`src/hdl/bgpu_pkg.sv`:
```
/*
 * Dispatch-stage sizes and scalar types
 * Decoded instruction struct and tagged dispatch struct
 */
package bgpu_pkg;

    // ####################
    // Sizes
    // ####################

    // Warps per compute unit
    localparam int unsigned NUM_WARPS      = 4;
    // In-flight instructions per warp
    localparam int unsigned NUM_TAGS       = 4;
    // Buffered instructions per warp
    localparam int unsigned WAIT_BUF_DEPTH = 4;
    localparam int unsigned PC_WIDTH       = 16;
    // Threads per warp
    localparam int unsigned WARP_WIDTH     = 8;
    localparam int unsigned REG_IDX_WIDTH  = 4;
    localparam int unsigned OPS_PER_INST   = 2;
    // Opcode width
    localparam int unsigned INST_WIDTH     = 8;
    localparam int unsigned WID_WIDTH      = $clog2(NUM_WARPS);
    localparam int unsigned TAG_WIDTH      = $clog2(NUM_TAGS);

    // ####################
    // Types
    // ####################

    typedef logic [WID_WIDTH-1:0]           wid_t;
    typedef logic [TAG_WIDTH-1:0]           tag_t;
    // Tag sits above the warp ID
    typedef logic [TAG_WIDTH+WID_WIDTH-1:0] iid_t;
    typedef logic [PC_WIDTH-1:0]            pc_t;
    typedef logic [WARP_WIDTH-1:0]          act_mask_t;
    typedef logic [REG_IDX_WIDTH-1:0]       reg_idx_t;
    typedef logic [INST_WIDTH-1:0]          inst_t;
    typedef logic [NUM_WARPS-1:0]           warp_mask_t;

    // Instruction as delivered by the decoder
    typedef struct packed {
        pc_t                         pc;
        act_mask_t                   act_mask;
        inst_t                       inst;
        reg_idx_t                    dst;
        logic [OPS_PER_INST-1:0]     op_is_reg;
        reg_idx_t [OPS_PER_INST-1:0] operands;
    } dec_inst_t;

    // Buffered instruction with its in-flight tag
    typedef struct packed {
        tag_t      tag;
        dec_inst_t dec;
    } disp_data_t;

endpackage : bgpu_pkg
```
`src/hdl/multi_warp_dispatcher.sv`:
```
/*
 * Dispatch stage top level
 * Per-warp strobe routing, one dispatcher per warp
 * Round-robin arbitration toward the operand collector
 */
`timescale 1ns/1ps

module multi_warp_dispatcher (
    input  logic                 clk_i,
    input  logic                 reset_i,
    input  logic                 dec_valid_i,
    input  bgpu_pkg::wid_t       dec_warp_id_i,
    input  bgpu_pkg::dec_inst_t  dec_inst_i,
    output logic                 ib_ready_o,
    output bgpu_pkg::warp_mask_t ib_space_available_o,
    output bgpu_pkg::warp_mask_t ib_all_instr_finished_o,
    input  logic                 opc_ready_i,
    output logic                 disp_valid_o,
    output bgpu_pkg::iid_t       disp_tag_o,
    output bgpu_pkg::dec_inst_t  disp_data_o,
    input  logic                 opc_read_i,
    input  bgpu_pkg::iid_t       opc_read_iid_i,
    input  logic                 eu_valid_i,
    input  bgpu_pkg::iid_t       eu_iid_i
);
    import bgpu_pkg::*;

    // Per-warp strobes and levels
    warp_mask_t dec_valid_warp;
    warp_mask_t ready_warp;
    warp_mask_t opc_read_warp;
    warp_mask_t eu_valid_warp;
    warp_mask_t disp_valid_warp;
    warp_mask_t arb_gnt;

    // Arbiter payload
    disp_data_t arb_in_data [NUM_WARPS];
    disp_data_t arb_sel_data;
    wid_t       arb_sel_wid;

    // ####################
    // Strobe routing
    // ####################

    // Decode beat to the addressed warp only
    always_comb begin
        dec_valid_warp                = '0;
        dec_valid_warp[dec_warp_id_i] = dec_valid_i;
    end

    assign ib_ready_o = ready_warp[dec_warp_id_i];

    // Warp ID sits in the low bits of an iid
    always_comb begin
        opc_read_warp                                = '0;
        opc_read_warp[opc_read_iid_i[WID_WIDTH-1:0]] = opc_read_i;
        eu_valid_warp                                = '0;
        eu_valid_warp[eu_iid_i[WID_WIDTH-1:0]]       = eu_valid_i;
    end

    // ####################
    // Dispatchers
    // ####################

    for (genvar w = 0; w < NUM_WARPS; w++) begin : gen_warp
        warp_dispatcher i_warp_dispatcher (
            .clk_i            ( clk_i                                  ),
            .reset_i          ( reset_i                                ),
            .dec_valid_i      ( dec_valid_warp[w]                      ),
            .dec_inst_i       ( dec_inst_i                             ),
            .ready_o          ( ready_warp[w]                          ),
            .space_available_o( ib_space_available_o[w]                ),
            .all_finished_o   ( ib_all_instr_finished_o[w]             ),
            .disp_valid_o     ( disp_valid_warp[w]                     ),
            .disp_data_o      ( arb_in_data[w]                         ),
            .grant_i          ( arb_gnt[w]                             ),
            .opc_read_i       ( opc_read_warp[w]                       ),
            .opc_read_tag_i   ( opc_read_iid_i[WID_WIDTH +: TAG_WIDTH] ),
            .eu_valid_i       ( eu_valid_warp[w]                       ),
            .eu_tag_i         ( eu_iid_i[WID_WIDTH +: TAG_WIDTH]       )
        );
    end : gen_warp

    // ####################
    // Arbitration
    // ####################

    // Grant to a warp already includes the collector's ready
    rr_arb_tree #(
        .data_t( disp_data_t ),
        .num_in( NUM_WARPS   )
    ) i_rr_arb (
        .clk_i  ( clk_i           ),
        .reset_i( reset_i         ),
        .req_i  ( disp_valid_warp ),
        .data_i ( arb_in_data     ),
        .gnt_o  ( arb_gnt         ),
        .req_o  ( disp_valid_o    ),
        .data_o ( arb_sel_data    ),
        .idx_o  ( arb_sel_wid     ),
        .gnt_i  ( opc_ready_i     )
    );

    // Global ID is the tag above the warp
    assign disp_tag_o  = {arb_sel_data.tag, arb_sel_wid};
    assign disp_data_o = arb_sel_data.dec;

endmodule : multi_warp_dispatcher

```
`src/hdl/rr_arb_tree.sv`:
```
/*
 * Fair round-robin arbiter with typed payload
 * Selection is held while the sink is not ready
 */
`timescale 1ns/1ps

module rr_arb_tree #(
    parameter type         data_t    = logic,
    parameter int unsigned num_in    = 2,
    parameter int unsigned idx_width = (num_in > 1) ? $clog2(num_in) : 1
) (
    input  logic                 clk_i,
    input  logic                 reset_i,
    input  logic [num_in-1:0]    req_i,
    input  data_t                data_i [num_in],
    output logic [num_in-1:0]    gnt_o,
    output logic                 req_o,
    output data_t                data_o,
    output logic [idx_width-1:0] idx_o,
    input  logic                 gnt_i
);
    // Round-robin start point
    logic [idx_width-1:0] ptr_q;
    // Held selection under back-pressure
    logic                 lock_q;
    logic [idx_width-1:0] lock_idx_q;
    logic [idx_width-1:0] rr_idx;

    // First requester at or above the pointer with wrap-around
    always_comb begin
        int unsigned cand;
        logic        found;
        found  = 1'b0;
        rr_idx = '0;
        for (int unsigned i = 0; i < num_in; i++) begin
            cand = (int'(ptr_q) + i) % num_in;
            if (!found && req_i[cand]) begin
                found  = 1'b1;
                rr_idx = idx_width'(cand);
            end
        end
    end

    assign req_o  = |req_i;
    assign idx_o  = lock_q ? lock_idx_q : rr_idx;
    assign data_o = data_i[idx_o];

    always_comb begin
        gnt_o        = '0;
        gnt_o[idx_o] = req_o && gnt_i;
    end

    always_ff @(posedge clk_i) begin
        if (reset_i) begin
            ptr_q      <= '0;
            lock_q     <= 1'b0;
            lock_idx_q <= '0;
        end else if (req_o && gnt_i) begin
            // Winner goes to the back of the line
            ptr_q  <= (idx_o == num_in - 1) ? '0 : idx_o + 1'b1;
            lock_q <= 1'b0;
        end else if (req_o) begin
            lock_q     <= 1'b1;
            lock_idx_q <= idx_o;
        end
    end

    // Grant is one-hot and lands on an active requester
    assert property (@(posedge clk_i) disable iff (reset_i)
        $onehot0(gnt_o) && ((gnt_o & ~req_i) == '0))
        else $error("arbiter grant is not one-hot to a requester");

endmodule : rr_arb_tree

```
`src/hdl/warp_dispatcher.sv`:
```
/*
 * Dispatcher of one warp
 * Accept control, wait buffer and scoreboard hold-back
 */
`timescale 1ns/1ps

module warp_dispatcher (
    input  logic                 clk_i,
    input  logic                 reset_i,
    input  logic                 dec_valid_i,
    input  bgpu_pkg::dec_inst_t  dec_inst_i,
    output logic                 ready_o,
    output logic                 space_available_o,
    output logic                 all_finished_o,
    output logic                 disp_valid_o,
    output bgpu_pkg::disp_data_t disp_data_o,
    input  logic                 grant_i,
    input  logic                 opc_read_i,
    input  bgpu_pkg::tag_t       opc_read_tag_i,
    input  logic                 eu_valid_i,
    input  bgpu_pkg::tag_t       eu_tag_i
);
    import bgpu_pkg::*;

    logic       accept;
    logic       buf_full;
    logic       tag_free;
    logic       head_valid;
    logic       hazard;
    tag_t       alloc_tag;
    disp_data_t push_data;
    disp_data_t head_data;

    // Room means a free tag and a free slot
    assign ready_o           = !buf_full && tag_free;
    assign space_available_o = ready_o;
    assign accept            = dec_valid_i && ready_o;

    // Tag joins the instruction on its way in
    assign push_data.tag = alloc_tag;
    assign push_data.dec = dec_inst_i;

    // Head leaves only once its registers are clear
    assign disp_valid_o = head_valid && !hazard;
    assign disp_data_o  = head_data;

    wait_buffer i_wait_buffer (
        .clk_i       ( clk_i      ),
        .reset_i     ( reset_i    ),
        .push_i      ( accept     ),
        .push_data_i ( push_data  ),
        .full_o      ( buf_full   ),
        .pop_i       ( grant_i    ),
        .head_valid_o( head_valid ),
        .head_data_o ( head_data  )
    );

    tag_scoreboard i_tag_scoreboard (
        .clk_i         ( clk_i          ),
        .reset_i       ( reset_i        ),
        .alloc_i       ( accept         ),
        .alloc_tag_o   ( alloc_tag      ),
        .tag_free_o    ( tag_free       ),
        .head_inst_i   ( head_data.dec  ),
        .head_tag_i    ( head_data.tag  ),
        .issue_i       ( grant_i        ),
        .hazard_o      ( hazard         ),
        .read_i        ( opc_read_i     ),
        .read_tag_i    ( opc_read_tag_i ),
        .done_i        ( eu_valid_i     ),
        .done_tag_i    ( eu_tag_i       ),
        .all_finished_o( all_finished_o )
    );

    // An offered head stays put until granted
    assert property (@(posedge clk_i) disable iff (reset_i)
        disp_valid_o && !grant_i |=> disp_valid_o && $stable(disp_data_o))
        else $error("dispatch offer withdrawn or changed before grant");

endmodule : warp_dispatcher

```
`src/hdl/tag_scoreboard.sv`:
```
/*
 * Per-warp tag allocator and register scoreboard
 * Hazard check of the buffer head against issued tags
 */
`timescale 1ns/1ps

module tag_scoreboard (
    input  logic                clk_i,
    input  logic                reset_i,
    input  logic                alloc_i,
    output bgpu_pkg::tag_t      alloc_tag_o,
    output logic                tag_free_o,
    input  bgpu_pkg::dec_inst_t head_inst_i,
    input  bgpu_pkg::tag_t      head_tag_i,
    input  logic                issue_i,
    output logic                hazard_o,
    input  logic                read_i,
    input  bgpu_pkg::tag_t      read_tag_i,
    input  logic                done_i,
    input  bgpu_pkg::tag_t      done_tag_i,
    output logic                all_finished_o
);
    import bgpu_pkg::*;

    // Life cycle of one tag
    typedef enum logic [1:0] {
        TAG_FREE,
        TAG_ALLOC,
        TAG_ISSUED,
        TAG_READ
    } tag_state_e;

    tag_state_e state_q [NUM_TAGS];

    // Register record, written at issue
    reg_idx_t                    dst_q       [NUM_TAGS];
    logic [OPS_PER_INST-1:0]     op_is_reg_q [NUM_TAGS];
    reg_idx_t [OPS_PER_INST-1:0] ops_q       [NUM_TAGS];

    // ####################
    // Allocation
    // ####################

    // Lowest free tag wins, scan from the top
    always_comb begin
        tag_free_o  = 1'b0;
        alloc_tag_o = '0;
        for (int t = NUM_TAGS - 1; t >= 0; t--) begin
            if (state_q[t] == TAG_FREE) begin
                tag_free_o  = 1'b1;
                alloc_tag_o = tag_t'(t);
            end
        end
    end

    always_comb begin
        all_finished_o = 1'b1;
        for (int t = 0; t < NUM_TAGS; t++) begin
            if (state_q[t] != TAG_FREE) begin
                all_finished_o = 1'b0;
            end
        end
    end

    // ####################
    // Hazard check
    // ####################

    always_comb begin
        hazard_o = 1'b0;
        for (int t = 0; t < NUM_TAGS; t++) begin
            // Result of this tag still pending
            if (state_q[t] == TAG_ISSUED || state_q[t] == TAG_READ) begin
                // WAW
                if (head_inst_i.dst == dst_q[t]) begin
                    hazard_o = 1'b1;
                end
                // RAW on any register source
                for (int j = 0; j < OPS_PER_INST; j++) begin
                    if (head_inst_i.op_is_reg[j] && head_inst_i.operands[j] == dst_q[t]) begin
                        hazard_o = 1'b1;
                    end
                end
            end
            // WAR until the operand collector has read
            if (state_q[t] == TAG_ISSUED) begin
                for (int j = 0; j < OPS_PER_INST; j++) begin
                    if (op_is_reg_q[t][j] && ops_q[t][j] == head_inst_i.dst) begin
                        hazard_o = 1'b1;
                    end
                end
            end
        end
    end

    // ####################
    // State update
    // ####################

    // Later statements win, so completion beats a same-cycle read
    always_ff @(posedge clk_i) begin
        if (reset_i) begin
            for (int t = 0; t < NUM_TAGS; t++) begin
                state_q[t] <= TAG_FREE;
            end
        end else begin
            if (alloc_i) begin
                state_q[alloc_tag_o] <= TAG_ALLOC;
            end
            if (issue_i) begin
                state_q[head_tag_i] <= TAG_ISSUED;
            end
            if (read_i) begin
                state_q[read_tag_i] <= TAG_READ;
            end
            if (done_i) begin
                state_q[done_tag_i] <= TAG_FREE;
            end
        end
    end

    // Capture registers of the issuing head
    always_ff @(posedge clk_i) begin
        if (issue_i) begin
            dst_q[head_tag_i]       <= head_inst_i.dst;
            op_is_reg_q[head_tag_i] <= head_inst_i.op_is_reg;
            ops_q[head_tag_i]       <= head_inst_i.operands;
        end
    end

    assert property (@(posedge clk_i) disable iff (reset_i)
        done_i |-> state_q[done_tag_i] inside {TAG_ISSUED, TAG_READ})
        else $error("completion for a tag that was never issued");
    assert property (@(posedge clk_i) disable iff (reset_i)
        read_i |-> state_q[read_tag_i] == TAG_ISSUED)
        else $error("operand read for a tag that is not issued");
    assert property (@(posedge clk_i) disable iff (reset_i) alloc_i |-> tag_free_o)
        else $error("tag allocated with none free");

endmodule : tag_scoreboard

```
`src/hdl/wait_buffer.sv`:
```
/*
 * Per-warp wait buffer
 * Circular FIFO of tagged instructions, head shown combinationally
 */
`timescale 1ns/1ps

module wait_buffer (
    input  logic                 clk_i,
    input  logic                 reset_i,
    input  logic                 push_i,
    input  bgpu_pkg::disp_data_t push_data_i,
    output logic                 full_o,
    input  logic                 pop_i,
    output logic                 head_valid_o,
    output bgpu_pkg::disp_data_t head_data_o
);
    import bgpu_pkg::*;

    // Entry storage
    disp_data_t mem_q [WAIT_BUF_DEPTH];

    logic [$clog2(WAIT_BUF_DEPTH)-1:0]   rd_ptr_q;
    logic [$clog2(WAIT_BUF_DEPTH)-1:0]   wr_ptr_q;
    logic [$clog2(WAIT_BUF_DEPTH+1)-1:0] count_q;

    // Status from the fill count
    assign full_o       = (count_q == WAIT_BUF_DEPTH);
    assign head_valid_o = (count_q != '0);
    // Oldest entry without a register stage
    assign head_data_o  = mem_q[rd_ptr_q];

    always_ff @(posedge clk_i) begin
        if (push_i) begin
            mem_q[wr_ptr_q] <= push_data_i;
        end
    end

    // Pointers wrap at the last entry
    always_ff @(posedge clk_i) begin
        if (reset_i) begin
            rd_ptr_q <= '0;
            wr_ptr_q <= '0;
            count_q  <= '0;
        end else begin
            if (push_i) begin
                wr_ptr_q <= (wr_ptr_q == WAIT_BUF_DEPTH - 1) ? '0 : wr_ptr_q + 1'b1;
            end
            if (pop_i) begin
                rd_ptr_q <= (rd_ptr_q == WAIT_BUF_DEPTH - 1) ? '0 : rd_ptr_q + 1'b1;
            end
            // Simultaneous push and pop keep the count
            if (push_i && !pop_i) begin
                count_q <= count_q + 1'b1;
            end else if (pop_i && !push_i) begin
                count_q <= count_q - 1'b1;
            end
        end
    end

    // Ready upstream must already exclude a full buffer
    assert property (@(posedge clk_i) disable iff (reset_i) push_i |-> !full_o)
        else $error("wait buffer pushed while full");
    // Grant only reaches a warp with a valid head
    assert property (@(posedge clk_i) disable iff (reset_i) pop_i |-> head_valid_o)
        else $error("wait buffer popped while empty");

endmodule : wait_buffer

```
`config.mk`:
```
export PLATFORM = sky130hd
export DESIGN_NAME = multi_warp_dispatcher
export DESIGN_NICKNAME = d
export VERILOG_FILES = /design/src/hdl/bgpu_pkg.sv /design/src/hdl/multi_warp_dispatcher.sv /design/src/hdl/rr_arb_tree.sv /design/src/hdl/warp_dispatcher.sv /design/src/hdl/tag_scoreboard.sv /design/src/hdl/wait_buffer.sv
export SDC_FILE = /design/constraint.sdc
export NUM_CORES = 1
export LEC_CHECK = 0
export BUFFER_PORTS_ARGS = -buffer_cell sky130_fd_sc_hd__buf_2
export CAP_MARGIN = 0
export CORE_ASPECT_RATIO = 0.8
export CORE_UTILIZATION = 40
export CTS_CLUSTER_DIAMETER = 80
export CTS_CLUSTER_SIZE = 30
export DETAILED_ROUTE_END_ITERATION = 16
export SLEW_MARGIN = 30
export SYNTH_ARGS = -nofsm -noshare
export SYNTH_HDL_FRONTEND = slang
export SYNTH_HIERARCHICAL = 1
export SYNTH_SLANG_ARGS = --single-unit
```
`constraint.sdc`:
```
create_clock -name clk_i -period 13.9 [get_ports clk_i]
set_input_delay 1.39 -clock clk_i [delete_from_list [all_inputs] [get_ports clk_i]]
set_output_delay 1.39 -clock clk_i [all_outputs]
set_load 0.05 [all_outputs]
```
Yosys cells after proc, flatten, opt, wreduce, memory -nomap -nowiden

Memory sizes are Yosys's and may differ from the RTL's. A register that Yosys moved wholly into a read port is not among the register bits.
Index checks and enable logic that the tools add are counted.

Order comparisons: 13
Reduce and logical (&&, ||, !) cells: 186
Mux-type cells: 320
Equal/unequal tests: 125
$add $sub $neg: 20
Bitwise logic cells: 6

Operator list:

| kind                                                       | number |
|---|---|
| equality test 4 bit                                        | 80 |
| two-way mux 1 bit                                          | 230 |
| two-way mux 2 bit                                          | 70 |
| binary-select mux 48 bit (select 2 bit)                    | 1 |
| two-way mux 48 bit                                         | 2 |
| logical AND 1 bit                                          | 92 |
| equality test 2 bit, second input constant                 | 41 |
| nonzero test 2 bit                                         | 20 |
| OR reduction 2 bit                                         | 17 |
| zero test 2 bit                                            | 16 |
| less-than comparator 2 x 3 -> 1 bit, second input constant | 8 |
| two-way mux 3 bit                                          | 8 |
| adder 2 x 1 -> 2 bit, second input constant                | 10 |
| zero test 1 bit                                            | 19 |
| AND 4 bit                                                  | 4 |
| logical OR 1 bit                                           | 16 |
| adder 3 x 1 -> 3 bit, second input constant                | 4 |
| equality test 3 bit, second input constant                 | 4 |
| nonzero test 3 bit                                         | 4 |
| subtractor 3 x 1 -> 3 bit, second input constant           | 4 |
| binary-select mux 1 bit (select 2 bit)                     | 5 |
| demux 1 bit (select 2 bit)                                 | 4 |
| >= comparator 2 x 1 -> 1 bit, second input constant        | 4 |
| adder 2 bit, second input constant                         | 2 |
| 5 further kinds                                            | 5 |

Memories kept: 20
Bits in registers: 33
RAM bits: 1024
Input port bits: 62
Word-level logic and storage cells: 705
Output and inout port bits: 60

Memory list:

| name                                                 | words | bits a word | read ports | clocked after Yosys merged registers in | write ports | line                 | source |
|---|---|---|---|---|---|---|---|
| gen_warp[0].i_warp_dispatcher.i_wait_buffer.mem_q    | 4     | 48          | 1          | 1                                       | 1           | wait_buffer.sv:20    | `disp_data_t mem_q [WAIT_BUF_DEPTH];` |
| gen_warp[1].i_warp_dispatcher.i_wait_buffer.mem_q    | 4     | 48          | 1          | 1                                       | 1           | wait_buffer.sv:20    |  |
| gen_warp[2].i_warp_dispatcher.i_wait_buffer.mem_q    | 4     | 48          | 1          | 1                                       | 1           | wait_buffer.sv:20    |  |
| gen_warp[3].i_warp_dispatcher.i_wait_buffer.mem_q    | 4     | 48          | 1          | 1                                       | 1           | wait_buffer.sv:20    |  |
| gen_warp[0].i_warp_dispatcher.i_tag_scoreboard.ops_q | 4     | 8           | 4          | 0                                       | 1           | tag_scoreboard.sv:38 | `reg_idx_t [OPS_PER_INST-1:0] ops_q [NUM_TAGS];` |
| gen_warp[1].i_warp_dispatcher.i_tag_scoreboard.ops_q | 4     | 8           | 4          | 0                                       | 1           | tag_scoreboard.sv:38 |  |
| +14 memories                                         | n/a   | n/a         | n/a        | n/a                                     | n/a         | n/a                  |  |

Depth between registers and ports, before layout

Gate-level depths: netlist of run 1.
An unclocked memory read counts as a cell.

Depth after elaboration: 55
Gate-level depth with buffers: 25

Cells and area by module

Netlist of run 1, hierarchy kept.

By module, submodules not included:

| module                                                               | area each (µm²) | times used | cells an instance | sequential area each (µm²) |
|---|---|---|---|---|
| wait_buffer                                                          | 7362.1          | 4          | 295               | 5945.7 |
| tag_scoreboard at gen_warp[0].i_warp_dispatcher.i_tag_scoreboard ... | 3118.0          | 2          | 242               | 1841.8 |
| tag_scoreboard at gen_warp[2].i_warp_dispatcher.i_tag_scoreboard ... | 3115.5          | 2          | 243               | 1841.8 |
| rr_arb_tree                                                          | 1762.9          | 1          | 317               | 100.1 |
| multi_warp_dispatcher                                                | 120.1           | 1          | 13                | 0.0 |
| warp_dispatcher                                                      | 28.8            | 4          | 4                 | 0.0 |

Least setup slack after synthesis of run 1

OpenSTA, ideal clock, no wires.

Path type: register to output
Start: register with a tool-made name
End: output disp_data_o[17] (netlist name)
Data required time: 12.510 ns
Arrival time: 4.056 ns
Cell stages (with the launch flop): 20
Slack: 8.454 ns
Cells stage by stage: dfxtp_1 buf_4 mux4_2 buf_6 xor2_1 nor4_1 a31oi_1 o41ai_1 o21ai_1 nand4_1 nor2b_1 a21boi_1 o221ai_1 a21o_1 buf_6 inv_2 buf_6 buf_6 nand2_1 a32oi_1

RTL lines:

| item          | line                        | source |
|---|---|---|
| end, declared | multi_warp_dispatcher.sv:20 | `output bgpu_pkg::dec_inst_t disp_data_o,` |

==> qor.yml, run 1 <==
outcome: "finished, final reports clean"
min_path_type: "reg2reg"
crit_buf_inv: 3
numCtsBuffers: 45
wire_per_inst_um: 27.6
critPathTopFamily: "compound AO/OA/AOI/OAI gates"
gp_congestion: 0.852
cp.arrival_ns: 7.17
design.die.area_um2: 111000
dp_cells: 3987
syn_avg_cell_area_um2: 17.6
hold_depth: 2
worst_ep_required_time_ns: 12.51
core_area_um2: 109000
synth.distinct_cells: 53
post_cts_buffers: 0
max_freq_mhz: 117
drive_gt1_share_pct: 17.6
drt-initial-drc-count: 2341
ios: 122
grt_util_all_layers_pct: 20.2
finalHoldViolations: 0
yosysWarnings: 6
path_clk_slew_ns: 0.11
critPathCaptureType: "output pin"
drv_cap: 0
cts_sinks: 1065
diodes: 0
synth_seq_area_share_pct: 71.2
synth_edf_count: 992
cts-resized-gates: 0
r2r_cells: 16
fin_skew_ns: 0.0647
clock_latency_ns: 0.68
drtAntennaViolNets: 0
port_buffers: 121
syn_nets: 2586
layout_commonest_cell: "edfxtp_1"
grt_antenna_before_repair: 6
setup_violations: 0
tns_ns: 0
ys_ff_latch: 1065
critical_path_class: "reg2out"
path_max_fanout: 55
syn2layout_area_growth_pct: 8.13
rsz0062_at_grt: "no"
slew_viol_final: 0
grt_pass1_wl_mm: 164
start_util_pct: 40.4
ir_drop_uv: 269
grt_start_max_net_pins: 76
max_stage_delay_ns: 0.86
clock_tree.buffer_depth: 3
min_period_ns: 8.56
synthCells: 2496
mostFrequentLayoutCells: "edfxtp_1, xor2_1, mux4_2"
worstPathCellList: "buf_4, mux4_2, xor2_1, nor4_1, a31oi_1, o41ai_1, o21ai_1, nand4_1, nor2b_1, mux2i_1, a211oi_1, a21o_4, buf_4, a21oi_1, a32oi_1, buf_2"
hpwl_mm: 68.5
finalCritPeriodShare_pct: 61.6
synthFlopType: "edfxtp_1"
hold_ws_ns: 0.522
drt-total-wl_mm: 112
maxSlewHeadroom_pct: 33.0
nets: 2696
tritoncts: "built"
drcViolationCount: 0
slowest_stage: "mux4_2"
drtPass1Iterations: 7
viasPerCell: 5.73
grt_pass1_vias: 23900
power_density_nw_per_um2: 203
cp_common_cell: "buf_4"
final_cells: 4067
die_h_um: 298
cts-hold-fix-buffers: 0
fillCellCount: 9503
overflow: 0
start_kind: "register"
ys_async_sr_fraction_pct: 0
postLayoutCoreUtil_pct: 43.7
root_buffer: "clkbuf_16"
syn-cell-area_um2: 43900
tightest_slew_ns: 1.01
num_rows: 108
reg2reg_slack_ns: 6.86
cts_htree_levels: 2
leakagePower_nw: 14.9
via_count: 23300
die_x_um: 372
sequential cells by signal, indices dropped and copies added (netlist names), named ones only:
signal                                                   count
gen_warp.i_warp_dispatcher/i_tag_scoreboard/ops_q          128
gen_warp.i_warp_dispatcher/i_wait_buffer/count_q            12
i_rr_arb/lock_q                                              1
gen_warp.i_warp_dispatcher/i_tag_scoreboard/dst_q           64
gen_warp.i_warp_dispatcher/i_wait_buffer/rd_ptr_q            8
i_rr_arb/ptr_q                                               2
gen_warp.i_warp_dispatcher/i_tag_scoreboard/op_is_reg_q     32
gen_warp.i_warp_dispatcher/i_tag_scoreboard/state_q         32
gen_warp.i_warp_dispatcher/i_wait_buffer/mem_q             768
gen_warp.i_warp_dispatcher/i_wait_buffer/wr_ptr_q            8
i_rr_arb/lock_idx_q                                          2
worst max path at each step:
stage | startpoint | end | slack, ns | cells past startpoint
after floorplan | register | disp_data_o[17] | 8.45 | 19
after global placement | register | disp_data_o[36] | 5.92 | 17
after detailed placement | register | disp_data_o[10] | 5.86 | 15
after CTS | register | disp_data_o[10] | 5.15 | 15
after global routing | register | disp_data_o[10] | 4.91 | 16
final | register | disp_data_o[10] | 5.34 | 16
metal layers:
layer	vias to the layer above	track usage, %	wire (um)
li1	9912	-	-
met1	12400	29.7	49700
met2	849	32.0	53000
met3	119	2.85	7660
met4	2	4.28	1980
met5	-	0	17
synthesized netlist by cell type (13+ instances only):
master,count,area (um^2)
nor4_1,16,100
o21ai_1,14,70.1
nand3_1,32,160
o21ai_0,24,120
nor3_1,54,270
o41ai_1,16,140
nor3b_1,15,113
edfxtp_1,992,29800
inv_1,39,146
nand2_1,180,676
xor2_1,264,2310
a31oi_1,40,250
a32oi_1,48,420
clkbuf_1,17,63.8
and2_1,25,156
buf_4,16,120
dfxtp_1,73,1460
mux2i_1,13,130
ha_1,24,300
mux4_2,193,4350
buf_6,36,405
buf_2,23,115
xnor2_1,64,561
a21oi_1,83,415
nor2_1,75,282
cells by family (layout without fill, tap and decap cells):
kind of cell             after synthesis  in the layout  share of synthesized area [%]
adder cells (fa/ha/maj)               28             28                          0.866
AND/OR/NAND/NOR                      467            467                           5.19
flip-flops                          1065           1065                           71.2
AO/OA/AOI/OAI                        269            269                           4.09
buffers and inverters                133            274                           1.95
multiplexers                         206            206                           10.2
XOR/XNOR                             328            328                           6.54
worst reg2reg max path: stages, from the launching register on:
cell	delay, ns
dfxtp_4	0.70
buf_4	0.68
mux4_2	0.88
xor2_1	0.28
nor4_1	0.07
a31oi_1	0.15
o41ai_1	0.14
o21ai_1	0.15
nand4_1	0.19
nor2b_1	0.37
mux2i_1	0.16
a211oi_1	0.33
a21o_4	0.51
inv_4	0.31
nor3_2	0.69
or3b_2	0.56
inv_1	0.46
final cells by class:
class | count | area (um^2) | share of cell area [%]
Clock inverter | 18 | 307 | 0.646
Clock buffer | 60 | 1180 | 2.49
Tap cell | 1430 | 1790 | 3.77
Timing Repair Buffer | 155 | 920 | 1.94
Inverter | 41 | 156 | 0.329
Multi-Input combinational cell | 1298 | 11900 | 25.0
Sequential cell | 1065 | 31300 | 65.9
metrics by stage:
stage          setup WS (ns)  total power [mW]  cell area, um^2
6_report                5.34              9.62            47500
3_5_place_dp            5.86              7.95            45900
5_1_grt                 4.91              9.99            47500
3_3_place_gp            5.92              7.90            45900
2_1_floorplan           8.45              6.78            43900
4_1_cts                 5.15              9.63            47400
power breakdown:
group          switching, mW  internal [mW]  leakage [nW]
sequential             0.151           3.74          9.57
combinational           2.98           1.05          4.63
clock                   1.02          0.677         0.705
Note: power is estimated with default switching activity, not from simulation.
==> run 2, diff against run 1 <==
--- a/config.mk
+++ b/config.mk
@@ -5,6 +5,7 @@
 export SDC_FILE = /design/constraint.sdc
 export NUM_CORES = 1
 export LEC_CHECK = 0
+export ABC_AREA = 1
 export BUFFER_PORTS_ARGS = -buffer_cell sky130_fd_sc_hd__buf_2
 export CAP_MARGIN = 0
 export CORE_ASPECT_RATIO = 0.8
==> constraint.sdc (replaced) <==
create_clock -name clk_i -period 7.6 [get_ports clk_i]
set_input_delay 0.76 -clock clk_i [delete_from_list [all_inputs] [get_ports clk_i]]
set_output_delay 0.76 -clock clk_i [all_outputs]
set_load 0.05 [all_outputs]
==> run 2 against run 1 <==
Via count up 42%. Register-to-register slack got worse by 5.5 ns. Worst setup slack lost 4.8 ns. Largest cell class unchanged. Highest routed layer unchanged.
==> qor.yml, run 2 <==
outcome: "finished, final reports clean"  # unchanged
rsz0062_at_grt: "no"  # unchanged
finalCritPeriodShare_pct: 93.5
synth_mux_area_share_pct: 0  # was 10.2%
cts_htree_levels: 2  # unchanged
synth.largest_area_cell: "edfxtp_1"  # unchanged
drive_gt1_share_pct: 10.9  # was 17.6%
tns_ns: 0  # unchanged
worst_ep_required_time_ns: 6.84  # was 12.51 ns
tritoncts: "built"  # unchanged
intPower_mw: 11.0  # was 5.47 mW
synth-xor-area-share_pct: 1.65  # was 6.54%
yosysWarnings: 6  # unchanged
combPwrFrac_pct: 51.0  # was 41.9%
setup_violations: 0  # unchanged
critPathCaptureType: "output pin"  # unchanged
critical_path_class: "reg2out"  # unchanged
leakagePower_nw: 19.1  # was 14.9 nW
ys_async_sr_fraction_pct: 0  # unchanged
fin_skew_ns: 0.120  # was 0.0647 ns
synthFlopType: "edfxtp_1"  # unchanged
yosys.area_share.simple_pct: 17.2  # was 5.19%
grt_antenna_before_repair: 14  # was 6
register_area_um2: 31300  # unchanged
synth_common_cells: "edfxtp_1, nand2_1, nor2_1, o21ai_0, inv_1"  # was edfxtp_1, xor2_1, mux4_2, nand2_1, a21oi_1
synth.most_common_cell: "edfxtp_1"  # unchanged
start_kind: "register"  # unchanged
cp.arrival_ns: 6.35  # was 7.17 ns
synthCells: 4441  # was 2,496
largest_registers: "gen_warp.i_warp_dispatcher/i_wait_buffer/mem_q: 768 flops, gen_warp.i_warp_dispatcher/i_tag_scoreboard/ops_q: 128 flops, gen_warp.i_warp_dispatcher/i_tag_scoreboard/dst_q: 64 flops"  # unchanged
power_density_nw_per_um2: 418  # was 203 nW/um^2
grt_start_max_net_pins: 97  # was 76
overflow: 0  # unchanged
layout_commonest_cell: "edfxtp_1"  # unchanged
ys_ff_latch: 1065  # unchanged
cts_sinks: 1065  # unchanged
viasPerCell: 5.45  # was 5.73
synth_fa_ha_area_share_pct: 0.797  # was 0.866%
regMostFlops: "gen_warp.i_warp_dispatcher/i_wait_buffer/mem_q"  # unchanged
port_buffers: 121  # unchanged
path_clk_slew_ns: 0.11  # about the same
postLayoutCoreUtil_pct: 43.8  # was 43.7%
root_buffer: "clkbuf_16"  # unchanged
syn2layout_area_growth_pct: 7.92  # was 8.13%
syn_avg_cell_area_um2: 10.7  # was 17.6 um^2
hpwl_mm: 82.8  # was 68.5 mm
drv_cap: 0  # unchanged
maxSlewHeadroom_pct: 33.5  # was 33.0%
synth_top_family_by_area: "simple AND/OR/NAND/NOR gates"  # was multiplexers
synth_seq_area_share_pct: 65.5  # was 71.2%
p_total_mw: 21.5  # was 9.62 mW
p_seq_share_pct: 34.1  # was 40.5%
p_sw_share_pct: 49.0  # was 43.1%
gp_congestion: 0.904  # was 0.852
grt_util_all_layers_pct: 21.5  # was 20.2%
cts-hold-fix-buffers: 0  # unchanged
synth-compound-area-share_pct: 8.47  # was 4.09%
core_area_um2: 117000  # was 109,000 um^2
pwr-share-clk_pct: 14.9  # was 17.7%
die_h_um: 311  # was 298 um
reg2reg_slack_ns: 1.36  # was 6.86 ns
start_util_pct: 40.6  # was 40.4%
drtAntennaViolNets: 0  # unchanged
ios: 122  # unchanged
clock_tree.buffer_depth: 3  # unchanged
synth_top_area_share_pct: 62.4  # was 67.8%
synth_edf_count: 992  # unchanged
max_freq_mhz: 141
ir_drop_uv: 853  # was 269 uV
fillCellCount: 10900  # was 9,503
min_path_type: "in2reg"  # was reg2reg
via_count: 33200  # was 23,300
power_switching_mw: 10.5  # was 4.15 mW
nets: 4620  # was 2,696
path_max_fanout: 58  # was 55
num_rows: 112  # was 108
largest_register_ff_count: 768  # unchanged
synthTopCellsByArea: "edfxtp_1, nand2_1, nor2_1, o21ai_0, dfxtp_1"  # was edfxtp_1, mux4_2, xor2_1, dfxtp_1, nand2_1
syn_nets: 4531  # was 2,586
numCtsBuffers: 48  # was 45
clock_latency_ns: 0.72  # was 0.68 ns
die_x_um: 388  # was 372 um
wire_per_inst_um: 21.8  # was 27.6 um
mostFrequentLayoutCells: "edfxtp_1, nand2_1, nor2_1"  # was edfxtp_1, xor2_1, mux4_2
drcViolationCount: 0  # unchanged
tightest_slew_ns: 0.998  # was 1.01 ns
multi_input_area_um2: 13600  # was 11,900 um^2
synth.distinct_cells: 45  # was 53
drt-total-wl_mm: 133  # was 112 mm
hold_ws_ns: 0.414  # was 0.522 ns
finalHoldViolations: 0  # unchanged
slew_viol_final: 0  # unchanged
syn-cell-area_um2: 47700  # was 43,900 um^2
drtPass1Iterations: 6  # was 7
min_period_ns: 7.11
drt-initial-drc-count: 3711  # was 2,341
grt_pass1_wl_mm: 197  # was 164 mm
grt_pass1_vias: 29900  # was 23,900
design.die.area_um2: 121000  # was 111,000 um^2
[run 2: power groups by stage]
stage                     combinational (mW)  sequential [mW]  clock [mW]
after floorplan                         7.57             7.35           0
final                                   11.0             7.35        3.21
after global placement                  10.8             7.47           0
after CTS                               10.9             7.35        3.27
after global routing                    11.7             7.40        3.45
after detailed placement                10.9             7.48           0
[run 2: timing repair]
action                                  in CTS  in global routing
endpoints found under the setup margin       0                  3
gates resized for setup                      0                  1
setup buffers                                0                  0
[run 2: worst paths after layout]
check,from,end,depth (start not counted)
worst max register to register,register,register,37
worst max-delay path,register,disp_data_o[1],26
worst min register to register,register,register,2
worst min-delay path,dec_inst_i[38],register,1
[run 2: per-layer routing]
metal	vias to the layer above	part of all wire [%]	wire length, um	global-route usage, %
met4	12	2.2	2940	5.02
met3	160	8.1	10800	2.90
met5	-	0.055	73	0
li1	15500	-	-	-
met1	16200	45	59700	32.1
met2	1323	45	59400	33.2
[run 2: through the flow]
step	cells	instance area (um^2)	setup slack [ns]
final	6092	51500	0.494
after global routing	6091	51500	0.107
after CTS	6090	51500	0.493
after detailed placement	6019	49900	1.27
after global placement	6019	49900	1.02
after floorplan	4441	47700	2.76
[run 2: cells by family (layout without fill, tap and decap cells)]
family,after synthesis,after routing
AO/OA/AOI/OAI,728,728
XOR/XNOR,90,90
adder cells (fa/ha/maj),28,28
buffers and inverters,603,713
flip-flops,1065,1065
other,0,2
AND/OR/NAND/NOR,1927,1927
[run 2: critical path, stage by stage, from the launching register on]
cell and delay [ns]:
dfxtp_4 0.50, buf_4 0.56, o21ai_0 0.30, o22ai_4 0.68
inv_1 0.34, nand2_1 0.13, a21oi_1 0.07, nand2_1 0.06
nand2_1 0.06, nor2_1 0.27, nand2_1 0.08, nand2_1 0.07
nand2_1 0.05, inv_1 0.04, nand2_1 0.08, nor2_1 0.22
inv_1 0.11, o21ai_1 0.18, nand2_1 0.07, nand3b_1 0.18
nand3_1 0.08, nand2_1 0.08, nand2_4 0.22, buf_4 0.45
nand3_1 0.21, nand4_1 0.20, buf_2 0.30
[run 2: layout make-up]
| class | instances | area share [%] |
|---|---|---|
| flip-flops and latches | 1065 | 60.7 |
| multi-input cells | 2773 | 26.4 |
| well taps | 1539 | 3.74 |
| repair buffers | 246 | 3.13 |
| inverters | 396 | 2.93 |
| clock buffers | 49 | 2.34 |
| clock inverters | 22 | 0.693 |
| diodes | 2 | 0.00972 |
